## src/hdl/ooo_types_pkg.sv

```systemverilog
package ooo_types_pkg;

    // state of a one-entry station
    typedef enum logic [1:0] {
        idle   = 2'b00,
        busy   = 2'b01,
        issued = 2'b10
    } rs_status_e;

    // dispatch target
    typedef enum logic {
        unit_alu = 1'b0,
        unit_mul = 1'b1
    } exec_unit_e;

endpackage

```

## src/hdl/rv32i_types_pkg.sv

```systemverilog
package rv32i_types_pkg;

    // major opcodes of the integer arithmetic groups
    typedef enum logic [6:0] {
        op_reg = 7'b0110011,
        op_imm = 7'b0010011
    } opcode_e;

    // one instruction word, read as r-type or as i-type
    typedef union packed {
        struct packed {
            logic [6:0] funct7;
            logic [4:0] rs2;
            logic [4:0] rs1;
            logic [2:0] funct3;
            logic [4:0] rd;
            opcode_e    opcode;
        } r_fmt;
        struct packed {
            logic [11:0] imm12;
            logic [4:0]  rs1;
            logic [2:0]  funct3;
            logic [4:0]  rd;
            opcode_e     opcode;
        } i_fmt;
    } inst_word_t;

    // alu funct3
    localparam logic [2:0] f3_add  = 3'b000;
    localparam logic [2:0] f3_sll  = 3'b001;
    localparam logic [2:0] f3_slt  = 3'b010;
    localparam logic [2:0] f3_sltu = 3'b011;
    localparam logic [2:0] f3_xor  = 3'b100;
    localparam logic [2:0] f3_srl  = 3'b101;
    localparam logic [2:0] f3_or   = 3'b110;
    localparam logic [2:0] f3_and  = 3'b111;

    // m extension multiply funct3
    localparam logic [2:0] f3_mul    = 3'b000;
    localparam logic [2:0] f3_mulh   = 3'b001;
    localparam logic [2:0] f3_mulhsu = 3'b010;
    localparam logic [2:0] f3_mulhu  = 3'b011;

    // sub / sra select, and the muldiv group
    localparam logic [6:0] funct7_alt    = 7'b0100000;
    localparam logic [6:0] funct7_muldiv = 7'b0000001;

endpackage
```

## src/hdl/issue_core.sv

```systemverilog
module issue_core
    import ooo_types_pkg::*;
#(
    parameter int ROB_IDX_WIDTH = 5,
    parameter int MUL_STAGES    = 3
) (
    input  logic                     clk,
    input  logic                     rst,
    input  logic                     dispatch_valid,
    input  exec_unit_e               dispatch_unit,
    input  logic [31:0]              dispatch_inst,
    input  logic [ROB_IDX_WIDTH-1:0] dispatch_rob_idx,
    input  logic                     rs1_ready,
    input  logic [31:0]              rs1_data,
    input  logic [ROB_IDX_WIDTH-1:0] rs1_rob_idx,
    input  logic                     rs2_ready,
    input  logic [31:0]              rs2_data,
    input  logic [ROB_IDX_WIDTH-1:0] rs2_rob_idx,
    output logic                     alu_available,
    output logic                     mul_available,
    output logic                     cdb_valid,
    output logic [ROB_IDX_WIDTH-1:0] cdb_rob_idx,
    output logic [31:0]              cdb_data
);

    logic                     alu_dispatch;
    logic                     mul_dispatch;
    // station to alu
    logic                     alu_issue_valid;
    logic [31:0]              alu_issue_inst;
    logic [31:0]              alu_issue_src1;
    logic [31:0]              alu_issue_src2;
    logic [ROB_IDX_WIDTH-1:0] alu_issue_rob_idx;
    // station to multiplier
    logic                     mul_issue_valid;
    logic [31:0]              mul_issue_inst;
    logic [31:0]              mul_issue_src1;
    logic [31:0]              mul_issue_src2;
    logic [ROB_IDX_WIDTH-1:0] mul_issue_rob_idx;
    // units to arbiter
    logic                     alu_done;
    logic [ROB_IDX_WIDTH-1:0] alu_rob_idx;
    logic [31:0]              alu_result;
    logic                     alu_busy;
    logic                     alu_grant;
    logic                     mul_done;
    logic [ROB_IDX_WIDTH-1:0] mul_rob_idx;
    logic [31:0]              mul_result;

    // steer the strobe to one station
    assign alu_dispatch = dispatch_valid && (dispatch_unit == unit_alu);
    assign mul_dispatch = dispatch_valid && (dispatch_unit == unit_mul);

    // alu station held off while a result waits for the bus
    reservation_station #(.ROB_IDX_WIDTH(ROB_IDX_WIDTH)) alu_rs (
        .clk, .rst,
        .dispatch_valid(alu_dispatch), .dispatch_inst, .dispatch_rob_idx,
        .rs1_ready, .rs1_data, .rs1_rob_idx,
        .rs2_ready, .rs2_data, .rs2_rob_idx,
        .cdb_valid, .cdb_rob_idx, .cdb_data,
        .issue_enable(!alu_busy), .available(alu_available),
        .issue_valid(alu_issue_valid), .issue_inst(alu_issue_inst),
        .issue_src1(alu_issue_src1), .issue_src2(alu_issue_src2),
        .issue_rob_idx(alu_issue_rob_idx)
    );

    // multiplier never stalls, so always enabled
    reservation_station #(.ROB_IDX_WIDTH(ROB_IDX_WIDTH)) mul_rs (
        .clk, .rst,
        .dispatch_valid(mul_dispatch), .dispatch_inst, .dispatch_rob_idx,
        .rs1_ready, .rs1_data, .rs1_rob_idx,
        .rs2_ready, .rs2_data, .rs2_rob_idx,
        .cdb_valid, .cdb_rob_idx, .cdb_data,
        .issue_enable(1'b1), .available(mul_available),
        .issue_valid(mul_issue_valid), .issue_inst(mul_issue_inst),
        .issue_src1(mul_issue_src1), .issue_src2(mul_issue_src2),
        .issue_rob_idx(mul_issue_rob_idx)
    );

    int_alu #(.ROB_IDX_WIDTH(ROB_IDX_WIDTH)) u_int_alu (
        .clk, .rst,
        .issue_valid(alu_issue_valid), .issue_inst(alu_issue_inst),
        .issue_src1(alu_issue_src1), .issue_src2(alu_issue_src2),
        .issue_rob_idx(alu_issue_rob_idx), .alu_grant,
        .alu_done, .alu_rob_idx, .alu_result, .alu_busy
    );

    mul_unit #(.ROB_IDX_WIDTH(ROB_IDX_WIDTH), .MUL_STAGES(MUL_STAGES)) u_mul_unit (
        .clk, .rst,
        .issue_valid(mul_issue_valid), .issue_inst(mul_issue_inst),
        .issue_src1(mul_issue_src1), .issue_src2(mul_issue_src2),
        .issue_rob_idx(mul_issue_rob_idx),
        .mul_done, .mul_rob_idx, .mul_result
    );

    cdb_arbiter #(.ROB_IDX_WIDTH(ROB_IDX_WIDTH)) u_cdb_arbiter (
        .alu_done, .alu_rob_idx, .alu_result,
        .mul_done, .mul_rob_idx, .mul_result,
        .alu_grant, .cdb_valid, .cdb_rob_idx, .cdb_data
    );

    // mul station issues at most every other cycle
    // so a result losing to a multiply goes out on the next cycle
    a_alu_wait: assert property (@(posedge clk) disable iff (rst)
        (alu_done && !alu_grant) |=> alu_grant)
        else $error("ALU result waited more than one cycle for the CDB");

endmodule

```

## src/hdl/cdb_arbiter.sv

```systemverilog
module cdb_arbiter #(
    parameter int ROB_IDX_WIDTH = 5
) (
    // alu side, held until granted
    input  logic                     alu_done,
    input  logic [ROB_IDX_WIDTH-1:0] alu_rob_idx,
    input  logic [31:0]              alu_result,
    // multiplier side, cannot wait
    input  logic                     mul_done,
    input  logic [ROB_IDX_WIDTH-1:0] mul_rob_idx,
    input  logic [31:0]              mul_result,
    output logic                     alu_grant,
    output logic                     cdb_valid,
    output logic [ROB_IDX_WIDTH-1:0] cdb_rob_idx,
    output logic [31:0]              cdb_data
);

    // fixed priority, multiply first
    assign alu_grant   = alu_done && !mul_done;
    assign cdb_valid   = mul_done || alu_done;
    assign cdb_rob_idx = mul_done ? mul_rob_idx : alu_rob_idx;
    assign cdb_data    = mul_done ? mul_result : alu_result;

endmodule

```

## src/hdl/mul_unit.sv

```systemverilog
module mul_unit
    import rv32i_types_pkg::*;
#(
    parameter int ROB_IDX_WIDTH = 5,
    parameter int MUL_STAGES    = 3
) (
    input  logic                     clk,
    input  logic                     rst,
    input  logic                     issue_valid,
    input  logic [31:0]              issue_inst,
    input  logic [31:0]              issue_src1,
    input  logic [31:0]              issue_src2,
    input  logic [ROB_IDX_WIDTH-1:0] issue_rob_idx,
    output logic                     mul_done,
    output logic [ROB_IDX_WIDTH-1:0] mul_rob_idx,
    output logic [31:0]              mul_result
);

    inst_word_t               inst;
    logic                     a_signed;
    logic                     b_signed;
    logic signed [32:0]       a_ext;
    logic signed [32:0]       b_ext;
    logic signed [63:0]       product;
    logic [31:0]              result;
    logic [MUL_STAGES-1:0]    valid_pipe;
    logic [ROB_IDX_WIDTH-1:0] tag_pipe [MUL_STAGES];
    logic [31:0]              data_pipe [MUL_STAGES];

    assign inst = issue_inst;
    // mulh signs both, mulhsu only rs1, mulhu neither
    assign a_signed = (inst.r_fmt.funct3 == f3_mulh) || (inst.r_fmt.funct3 == f3_mulhsu);
    assign b_signed = (inst.r_fmt.funct3 == f3_mulh);
    assign a_ext    = {a_signed & issue_src1[31], issue_src1};
    assign b_ext    = {b_signed & issue_src2[31], issue_src2};
    assign product  = a_ext * b_ext;
    // low half is the same for any signedness
    assign result   = (inst.r_fmt.funct3 == f3_mul) ? product[31:0] : product[63:32];

    // no stall, a fixed shift of MUL_STAGES
    always_ff @(posedge clk) begin
        if (rst) begin
            valid_pipe <= '0;
        end else begin
            valid_pipe[0] <= issue_valid;
            for (int i = 1; i < MUL_STAGES; i++) begin
                valid_pipe[i] <= valid_pipe[i-1];
            end
        end
    end

    always_ff @(posedge clk) begin
        tag_pipe[0]  <= issue_rob_idx;
        data_pipe[0] <= result;
        for (int i = 1; i < MUL_STAGES; i++) begin
            tag_pipe[i]  <= tag_pipe[i-1];
            data_pipe[i] <= data_pipe[i-1];
        end
    end

    assign mul_done    = valid_pipe[MUL_STAGES-1];
    assign mul_rob_idx = tag_pipe[MUL_STAGES-1];
    assign mul_result  = data_pipe[MUL_STAGES-1];

endmodule

```

## src/hdl/int_alu.sv

```systemverilog
module int_alu
    import rv32i_types_pkg::*;
#(
    parameter int ROB_IDX_WIDTH = 5
) (
    input  logic                     clk,
    input  logic                     rst,
    input  logic                     issue_valid,
    input  logic [31:0]              issue_inst,
    input  logic [31:0]              issue_src1,
    input  logic [31:0]              issue_src2,
    input  logic [ROB_IDX_WIDTH-1:0] issue_rob_idx,
    input  logic                     alu_grant,
    output logic                     alu_done,
    output logic [ROB_IDX_WIDTH-1:0] alu_rob_idx,
    output logic [31:0]              alu_result,
    output logic                     alu_busy
);

    inst_word_t  inst;
    logic        is_imm;
    logic        alt;
    logic [31:0] op_b;
    logic [4:0]  shamt;
    logic [31:0] sra_res;
    logic [31:0] result;

    assign inst   = issue_inst;
    assign is_imm = (inst.i_fmt.opcode == op_imm);
    // i-type immediate, sign extended
    assign op_b   = is_imm ? {{20{inst.i_fmt.imm12[11]}}, inst.i_fmt.imm12} : issue_src2;
    assign shamt  = op_b[4:0];
    // srai keeps the alt bit in imm[10], same spot as funct7
    assign alt    = (inst.r_fmt.funct7 == funct7_alt);
    // kept apart so the shift stays signed
    assign sra_res = $signed(issue_src1) >>> shamt;

    always_comb begin
        case (inst.r_fmt.funct3)
            // sub only in register form
            f3_add:  result = (alt && !is_imm) ? issue_src1 - op_b : issue_src1 + op_b;
            f3_sll:  result = issue_src1 << shamt;
            f3_slt:  result = {31'b0, $signed(issue_src1) < $signed(op_b)};
            f3_sltu: result = {31'b0, issue_src1 < op_b};
            f3_xor:  result = issue_src1 ^ op_b;
            f3_srl:  result = alt ? sra_res : issue_src1 >> shamt;
            f3_or:   result = issue_src1 | op_b;
            f3_and:  result = issue_src1 & op_b;
        endcase
    end

    // done stays up until the arbiter grants
    always_ff @(posedge clk) begin
        if (rst) begin
            alu_done <= 1'b0;
        end else if (issue_valid) begin
            alu_done <= 1'b1;
        end else if (alu_grant) begin
            alu_done <= 1'b0;
        end
    end

    // held result, reloaded only on issue
    always_ff @(posedge clk) begin
        if (issue_valid) begin
            alu_result  <= result;
            alu_rob_idx <= issue_rob_idx;
        end
    end

    // a grant this cycle frees the register for a back-to-back issue
    assign alu_busy = alu_done && !alu_grant;

    // a waiting result must not change under the arbiter
    a_hold: assert property (@(posedge clk) disable iff (rst)
        alu_busy |=> alu_done && $stable(alu_result) && $stable(alu_rob_idx))
        else $error("ALU result changed before grant");

endmodule

```

## src/hdl/reservation_station.sv

```systemverilog
module reservation_station
    import ooo_types_pkg::*;
#(
    parameter int ROB_IDX_WIDTH = 5
) (
    input  logic                     clk,
    input  logic                     rst,
    // dispatch side
    input  logic                     dispatch_valid,
    input  logic [31:0]              dispatch_inst,
    input  logic [ROB_IDX_WIDTH-1:0] dispatch_rob_idx,
    input  logic                     rs1_ready,
    input  logic [31:0]              rs1_data,
    input  logic [ROB_IDX_WIDTH-1:0] rs1_rob_idx,
    input  logic                     rs2_ready,
    input  logic [31:0]              rs2_data,
    input  logic [ROB_IDX_WIDTH-1:0] rs2_rob_idx,
    // snooped result bus
    input  logic                     cdb_valid,
    input  logic [ROB_IDX_WIDTH-1:0] cdb_rob_idx,
    input  logic [31:0]              cdb_data,
    // issue side
    input  logic                     issue_enable,
    output logic                     available,
    output logic                     issue_valid,
    output logic [31:0]              issue_inst,
    output logic [31:0]              issue_src1,
    output logic [31:0]              issue_src2,
    output logic [ROB_IDX_WIDTH-1:0] issue_rob_idx
);

    rs_status_e               status;
    logic [31:0]              inst_q;
    logic [ROB_IDX_WIDTH-1:0] rob_idx_q;
    logic                     src1_ready;
    logic                     src2_ready;
    logic [31:0]              src1_q;
    logic [31:0]              src2_q;
    logic [ROB_IDX_WIDTH-1:0] src1_tag;
    logic [ROB_IDX_WIDTH-1:0] src2_tag;
    logic                     disp_hit1;
    logic                     disp_hit2;
    logic                     wake1;
    logic                     wake2;

    // same-cycle bypass, producer broadcasting while we dispatch
    assign disp_hit1 = cdb_valid && !rs1_ready && (cdb_rob_idx == rs1_rob_idx);
    assign disp_hit2 = cdb_valid && !rs2_ready && (cdb_rob_idx == rs2_rob_idx);

    // wakeup by rob tag, each operand on its own
    assign wake1 = cdb_valid && (status == busy) && !src1_ready && (cdb_rob_idx == src1_tag);
    assign wake2 = cdb_valid && (status == busy) && !src2_ready && (cdb_rob_idx == src2_tag);

    always_ff @(posedge clk) begin
        if (rst) begin
            status     <= idle;
            src1_ready <= 1'b0;
            src2_ready <= 1'b0;
        end else if (dispatch_valid) begin
            status     <= busy;
            src1_ready <= rs1_ready || disp_hit1;
            src2_ready <= rs2_ready || disp_hit2;
        end else begin
            // slot frees at the issue edge
            if (issue_valid) begin
                status <= idle;
            end
            if (wake1) begin
                src1_ready <= 1'b1;
            end
            if (wake2) begin
                src2_ready <= 1'b1;
            end
        end
    end

    // entry payload
    always_ff @(posedge clk) begin
        if (dispatch_valid) begin
            inst_q    <= dispatch_inst;
            rob_idx_q <= dispatch_rob_idx;
            src1_tag  <= rs1_rob_idx;
            src2_tag  <= rs2_rob_idx;
            // bus value only matters on a bypass hit
            src1_q    <= rs1_ready ? rs1_data : cdb_data;
            src2_q    <= rs2_ready ? rs2_data : cdb_data;
        end else begin
            if (wake1) begin
                src1_q <= cdb_data;
            end
            if (wake2) begin
                src2_q <= cdb_data;
            end
        end
    end

    assign available     = (status != busy);
    // unit may hold us off via issue_enable
    assign issue_valid   = (status == busy) && src1_ready && src2_ready && issue_enable;
    assign issue_inst    = inst_q;
    assign issue_src1    = src1_q;
    assign issue_src2    = src2_q;
    assign issue_rob_idx = rob_idx_q;

    // dispatcher has to honor the available flag
    a_no_dispatch_busy: assert property (@(posedge clk) disable iff (rst)
        dispatch_valid |-> (status != busy))
        else $error("dispatch into a busy reservation station");

    // a held entry has not executed yet, so its tag cannot be on the bus
    a_own_tag: assert property (@(posedge clk) disable iff (rst)
        (status == busy) && cdb_valid |-> (cdb_rob_idx != rob_idx_q))
        else $error("CDB broadcast of a tag still held in the reservation station");

endmodule

```

## config.mk

```make
export PLATFORM = sky130hd
export DESIGN_NAME = issue_core
export DESIGN_NICKNAME = d
export VERILOG_FILES = /design/src/hdl/ooo_types_pkg.sv /design/src/hdl/rv32i_types_pkg.sv /design/src/hdl/issue_core.sv /design/src/hdl/cdb_arbiter.sv /design/src/hdl/mul_unit.sv /design/src/hdl/int_alu.sv /design/src/hdl/reservation_station.sv
export SDC_FILE = /design/constraint.sdc
export NUM_CORES = 2
export LEC_CHECK = 0
export BUFFER_PORTS_ARGS = -buffer_cell sky130_fd_sc_hd__buf_2
export CAP_MARGIN = 10
export CORE_AREA = 3 3 303 305
export CTS_CLUSTER_DIAMETER = 60
export DETAILED_ROUTE_END_ITERATION = 8
export DIE_AREA = 0 0 306 308
export PLACE_DENSITY = 0.93
export SETUP_SLACK_MARGIN = 0.5
export SYNTH_ARGS = -nofsm -noshare
export SYNTH_HDL_FRONTEND = slang
export SYNTH_SLANG_ARGS = --single-unit
```

## constraint.sdc

```tcl
create_clock -name clk -period 11.4 [get_ports clk]
set_input_delay 0.57 -clock clk [delete_from_list [all_inputs] [get_ports clk]]
set_output_delay 0.57 -clock clk [all_outputs]
set_load 0.05 [all_outputs]
```

# Yosys cells after proc, flatten, opt, wreduce, memory -nomap -nowiden
# Memories as Yosys holds them, arrays and structs flattened.
# Cells that the tools add are included.
[word_totals]
inputBits = 117
ff_bits = 252
rom_bits = 0
latchBits = 0
word_cells = 135
n_memories = 2
mem_bits_rw = 111
[op_classes]
div_mod_pow = 0
n_mul = 1
add_sub_neg = 2
n_mux = 31
n_reduce_logical = 47
n_bitwise = 8
n_lt_le_gt_ge = 2
n_shift = 3
n_eq_ne = 17
[mem_list]
columns = ["name", "words", "width", "read_ports", "rd_ports_with_merged_regs", "write_ports", "line_no", "text"]
rows = [
  ["u_mul_unit.data_pipe", 3, 32, 3, 0, 3, "mul_unit.sv:28", "logic [31:0] data_pipe [MUL_STAGES];"],
  ["u_mul_unit.tag_pipe", 3, 5, 3, 0, 3, "mul_unit.sv:27", "logic [ROB_IDX_WIDTH-1:0] tag_pipe [MUL_STAGES];"],
]
[op_table]
columns = ["cell", "count"]
rows = [
  ["two-way mux 32 bit", 15],
  ["one-hot mux 32 bit (8 select lines)", 1],
  ["less-than comparator 32 bit", 2],
  ["multiplier 33 x 33 -> 64 bit", 1],
  ["adder 32 bit", 1],
  ["AND 32 bit", 1],
  ["OR 32 bit", 1],
  ["<< shifter 32 x 5 -> 32 bit", 1],
  ["right shift 32 x 5 -> 32 bit", 1],
  [">>> shifter 32 x 5 -> 32 bit", 1],
  ["subtractor 32 bit", 1],
  ["bitwise XOR 32 bit", 1],
  ["equality test 5 bit", 6],
  ["logical AND 1 bit", 24],
  ["two-way mux 1 bit", 14],
  ["nonzero test 2 bit", 7],
  ["equality test 3 bit (second input constant)", 4],
  ["logical NOT 1 bit", 10],
  ["equality test 3 x 2 -> 1 bit (second input constant)", 3],
  ["equality test 7 x 5 -> 1 bit (second input constant)", 1],
  ["equality test 7 x 6 -> 1 bit (second input constant)", 1],
  ["equality test 3 x 1 -> 1 bit (second input constant)", 2],
  ["logical NOT 3 bit", 2],
  ["two-way mux 5 bit", 1],
  ["other kinds (3)", 9],
]

# Longest topological paths before layout
[depth]
depth_word = 8
depth_mapped = 32

# Modules after synthesis
# Synthesis repeated with hierarchy kept, for this count alone.
[hier_totals]
hier_cells = 6430
hier_area_um2 = 60852.1
[modules_own_cells]
columns = ["module", "seq_area_each_um2", "area_each_um2", "cells_each", "instances"]
rows = [
  ["mul_unit", 2282.2, 41061.9, 4470, 1],
  ["int_alu", 1131.1, 10306.1, 1453, 1],
  ["reservation_station", 3393.3, 4481.8, 230, 2],
  ["cdb_arbiter", 0.0, 496.7, 43, 1],
  ["issue_core", 0.0, 23.8, 4, 1],
]

# Worst setup path after synthesis
# No wires, ideal clock.
[synth_path]
path_type = "register to register"
start = "register mul_rs.inst_q[13], in the netlist mul_rs.issue_inst[13]"
end = "memory u_mul_unit.data_pipe[0][30]"
path_slack_ns = 2.988
synth_period_minus_slack_ns = 8.412
arrival_time_ns = 8.287
stages_incl_launch_ff = 30
path_cell_list = "edfxtp_1 -> xnor2_1 -> nor3b_1 -> clkbuf_1 -> nand2_1 -> fa_1 -> fa_1 -> inv_1 -> fa_1 -> inv_1 -> fa_1 -> inv_1 -> fa_1 -> fa_1 -> fa_1 -> inv_1 -> fa_1 -> inv_1 -> ha_1 -> clkbuf_1 -> a21o_1 -> a21o_1 -> a21o_1 -> a21o_1 -> a21oi_1 -> o2bb2ai_1 -> o31ai_1 -> o21ai_1 -> xnor2_1 -> o21ai_1"
[synth_lines]
columns = ["item", "line_no", "text"]
rows = [
  ["start, declared", "reservation_station.sv:33", "logic [31:0] inst_q;"],
  ["start signal, assigned", "reservation_station.sv:80", "inst_q <= dispatch_inst;"],
  ["end, declared", "mul_unit.sv:28", ""],
]

==> flow_metrics.env <==
export IMPL_port_buffers=146
export IMPL_syn2layout_area_growth_pct=5.02
export IMPL_clock_latency_ns=0.57
export IMPL_tightest_slew_ns=1.20
export IMPL_die_area_um2=94200
export IMPL_slowest_stage="fa_1"
export IMPL_slew_violations=0
export IMPL_path_clk_slew_ns=0.06
export IMPL_critPathKind="flip-flop to flip-flop"
export IMPL_place_gp_congestion=1.01
export IMPL_cts_sink_count=341
export IMPL_post_place_ws_ns=1.88
export IMPL_clock_root_buffer="clkbuf_16"
export IMPL_worstPathRequired_ns=11.88
export IMPL_synth_nets=7913
export IMPL_yosys_warnings=0
export IMPL_die_y_um=308
export IMPL_cts_resized=0
export IMPL_hp_start="dispatch_inst[3]"
export IMPL_synth_avg_cell_area_um2=9.11
export IMPL_critPathLaunchType="flip-flop"
export IMPL_die_w_um=306
export IMPL_hold_buffers=0
export IMPL_rrSetupSlack_ns=1.81
export IMPL_diodes=0
export IMPL_synthTopCellsByArea="fa_1, edfxtp_1, inv_1"
export IMPL_min_path_cells=1
export IMPL_dominantRegCellSynth="edfxtp_1"
export IMPL_routed_wirelength_um=179000
export IMPL_setup_ws_ns=1.81
export IMPL_drive_gt1_frac=0.0602
export IMPL_syn_inst=6360
export IMPL_nets=7836
export IMPL_ff2ff_path_depth=30
export IMPL_antenna_found_initial=0
export IMPL_grt_max_degree=65
export IMPL_post_cts_buffers=0
export IMPL_r2r_end="u_mul_unit.data_pipe[0][28]"
export IMPL_synth_seq_cells=341
export IMPL_top_level_ports=157
export IMPL_finalCriticalPeriod_ns=9.59
export IMPL_grt_pass1_wl_um=281000
export IMPL_drv_cap=0
export IMPL_synth_edf_count=220
export IMPL_critical_path_top_delay_family="adder cells"
export IMPL_tns_ns=0
export IMPL_start_util=0.647
export IMPL_drtIter0Drc=5424
export IMPL_max_stage_delay_ns=0.81
export IMPL_core_area_um2=89600
export IMPL_ant_nets=0
export IMPL_drt_wirelength_per_cell_um=23.9
export IMPL_grt_overflow_total=0
export IMPL_async_flop_share=0
export IMPL_htreeDepth=2
export IMPL_crit_reg2reg_launch="mul_rs.issue_inst[13]"
export IMPL_track_usage=0.389
export IMPL_fin_util=0.679
export IMPL_drc=0
export IMPL_rsz0062_at_grt="false"
export IMPL_max_freq_mhz=104
export IMPL_setup_viol=0
export IMPL_cts_tree="built"
export IMPL_cp_max_fo=31
export IMPL_synth_cell_types=83
export IMPL_status="finished, final reports clean"
export IMPL_min_to="alu_rs.issue_inst[3]"
export IMPL_worstHoldPathType="primary input to flip-flop"
export IMPL_grt_pass1_vias=52000
export IMPL_path_buf_inv=8
export IMPL_cts_buffers=38
export IMPL_synthesis_area_um2=57900
export IMPL_yosysMostFrequentCell="inv_1"
export IMPL_vias_per_cell=6.28
export IMPL_timing_final_hold_violations=0
export IMPL_dr_pass1_iters=6
export IMPL_ys_top_cells_by_count="inv_1, fa_1, nand2_1"
export IMPL_endpoint_kind="flip-flop"
export IMPL_hpwl_um=139000
export IMPL_via_count=47000
export IMPL_finalClockSkew_ns=0.0299
export IMPL_clk_path_buf_depth=3
export IMPL_cp_arrival_ns=10.08
export IMPL_max_slew_margin=0.176
export IMPL_rows=110
export IMPL_seq_area_frac_synth=0.156
export IMPL_post_route_period_util=0.842
export IMPL_netlist_area_leader_share=0.389
export IMPL_cpMostUsedCell="fa_1"
export IMPL_synth_top_area_cell="fa_1"
[flip-flops by register name, indices dropped and copies added, names as in the netlist, 3 cells and up]
register / count
u_mul_unit.tag_pipe: 15
u_mul_unit.data_pipe: 96
alu_rs.src1_tag: 5
alu_rs.src2_tag: 5
alu_rs.issue_rob_idx: 5
mul_rs.issue_inst: 3
u_mul_unit.valid_pipe: 3
mul_rs.src2_tag: 5
mul_rs.issue_rob_idx: 5
alu_rs.issue_src1: 32
mul_rs.issue_src2: 32
alu_rs.issue_inst: 22
mul_rs.src1_tag: 5
mul_rs.issue_src1: 32
u_int_alu.alu_result: 32
alu_rs.issue_src2: 32
u_int_alu.alu_rob_idx: 5
[stage by stage]
| step | hold slack, ns | cell area (µm²) | std cells |
|---|---|---|---|
| 3_3_place_gp | 0.310 | 59600 | 7419 |
| 3_5_place_dp | 0.312 | 59600 | 7419 |
| 2_1_floorplan | 0.310 | 57900 | 6360 |
| 6_report | 0.181 | 60800 | 7489 |
| 4_1_cts | 0.160 | 60800 | 7489 |
| 5_1_grt | 0.176 | 60800 | 7489 |
[layout by cell type, fill, tap and decap left out, drive strengths merged, types with 11 or more instances in the layout]
| master | n |
|---|---|
| inv | 1315 |
| fa | 1127 |
| nand2 | 909 |
| nor2 | 348 |
| a21oi | 333 |
| and2 | 320 |
| ha | 309 |
| buf | 249 |
| edfxtp | 220 |
| o21ai | 175 |
| dfxtp | 121 |
| mux2i | 121 |
| xnor2 | 106 |
| a21o | 85 |
| clkbuf | 52 |
| o211ai | 46 |
| nor3 | 41 |
| a211oi | 35 |
| xor2 | 32 |
| a31oi | 29 |
| nand3 | 27 |
| o21bai | 25 |
| mux4 | 24 |
| nand4 | 20 |
| nand2b | 16 |
| o31ai | 16 |
| or3 | 15 |
| nor2b | 15 |
| or2 | 13 |
| o311ai | 12 |
| o221ai | 12 |
| clkinv | 12 |
| o22ai | 11 |
| a221oi | 11 |
[area by class of cell]
type / count / area [µm²]
multi-input cells: 4342 / 42700
fillers: 6244 / 28800
flip-flops and latches: 341 / 9030
inverters: 1311 / 4920
repair buffers: 249 / 1500
well taps: 1176 / 1470
clock buffers: 52 / 1040
clock inverters: 18 / 191
[worst max path at each step]
stage,startpoint,end,depth (start not counted)
4_1_cts,mul_rs.issue_inst[13],u_mul_unit.data_pipe[0][28],30
6_report,mul_rs.issue_inst[13],u_mul_unit.data_pipe[0][28],30
2_1_floorplan,mul_rs.issue_inst[13],u_mul_unit.data_pipe[0][30],29
3_5_place_dp,mul_rs.issue_inst[13],u_mul_unit.data_pipe[0][28],30
5_1_grt,mul_rs.issue_inst[13],u_mul_unit.data_pipe[0][29],30
3_3_place_gp,mul_rs.issue_inst[13],u_mul_unit.data_pipe[0][29],30
[logic make-up (layout without fill, tap and decap cells)]
logic type / Yosys count / after routing / synth area share
simple gates: 1753 / 1753 / 0.134
flops: 341 / 341 / 0.156
compound gates: 861 / 861 / 0.0911
xor+xnor: 138 / 138 / 0.0209
buf+inv: 1677 / 1630 / 0.109
mux: 154 / 154 / 0.0325
fa+ha+maj: 1436 / 1436 / 0.456
[per-layer routing]
layer,vias to the layer above,share of wire,track usage
met5,-,0,0
met4,0,0.090,0.284
met3,1072,0.11,0.0901
met2,3510,0.47,0.630
met1,23000,0.33,0.458
li1,19400,-,-
[worst reg2reg max path: cells and delay by family, from the launching register on]
| kind | cells | cell delay [ns] |
|---|---|---|
| fa+ha+maj | 9 | 5.19 |
| compound gates | 9 | 1.84 |
| buf+inv | 8 | 1.36 |
| flops | 1 | 0.48 |
| simple gates | 3 | 0.37 |
| xor+xnor | 1 | 0.28 |
Power is not shown: default switching activity piles up to over one toggle a cycle in this logic, so the estimate is an artifact.
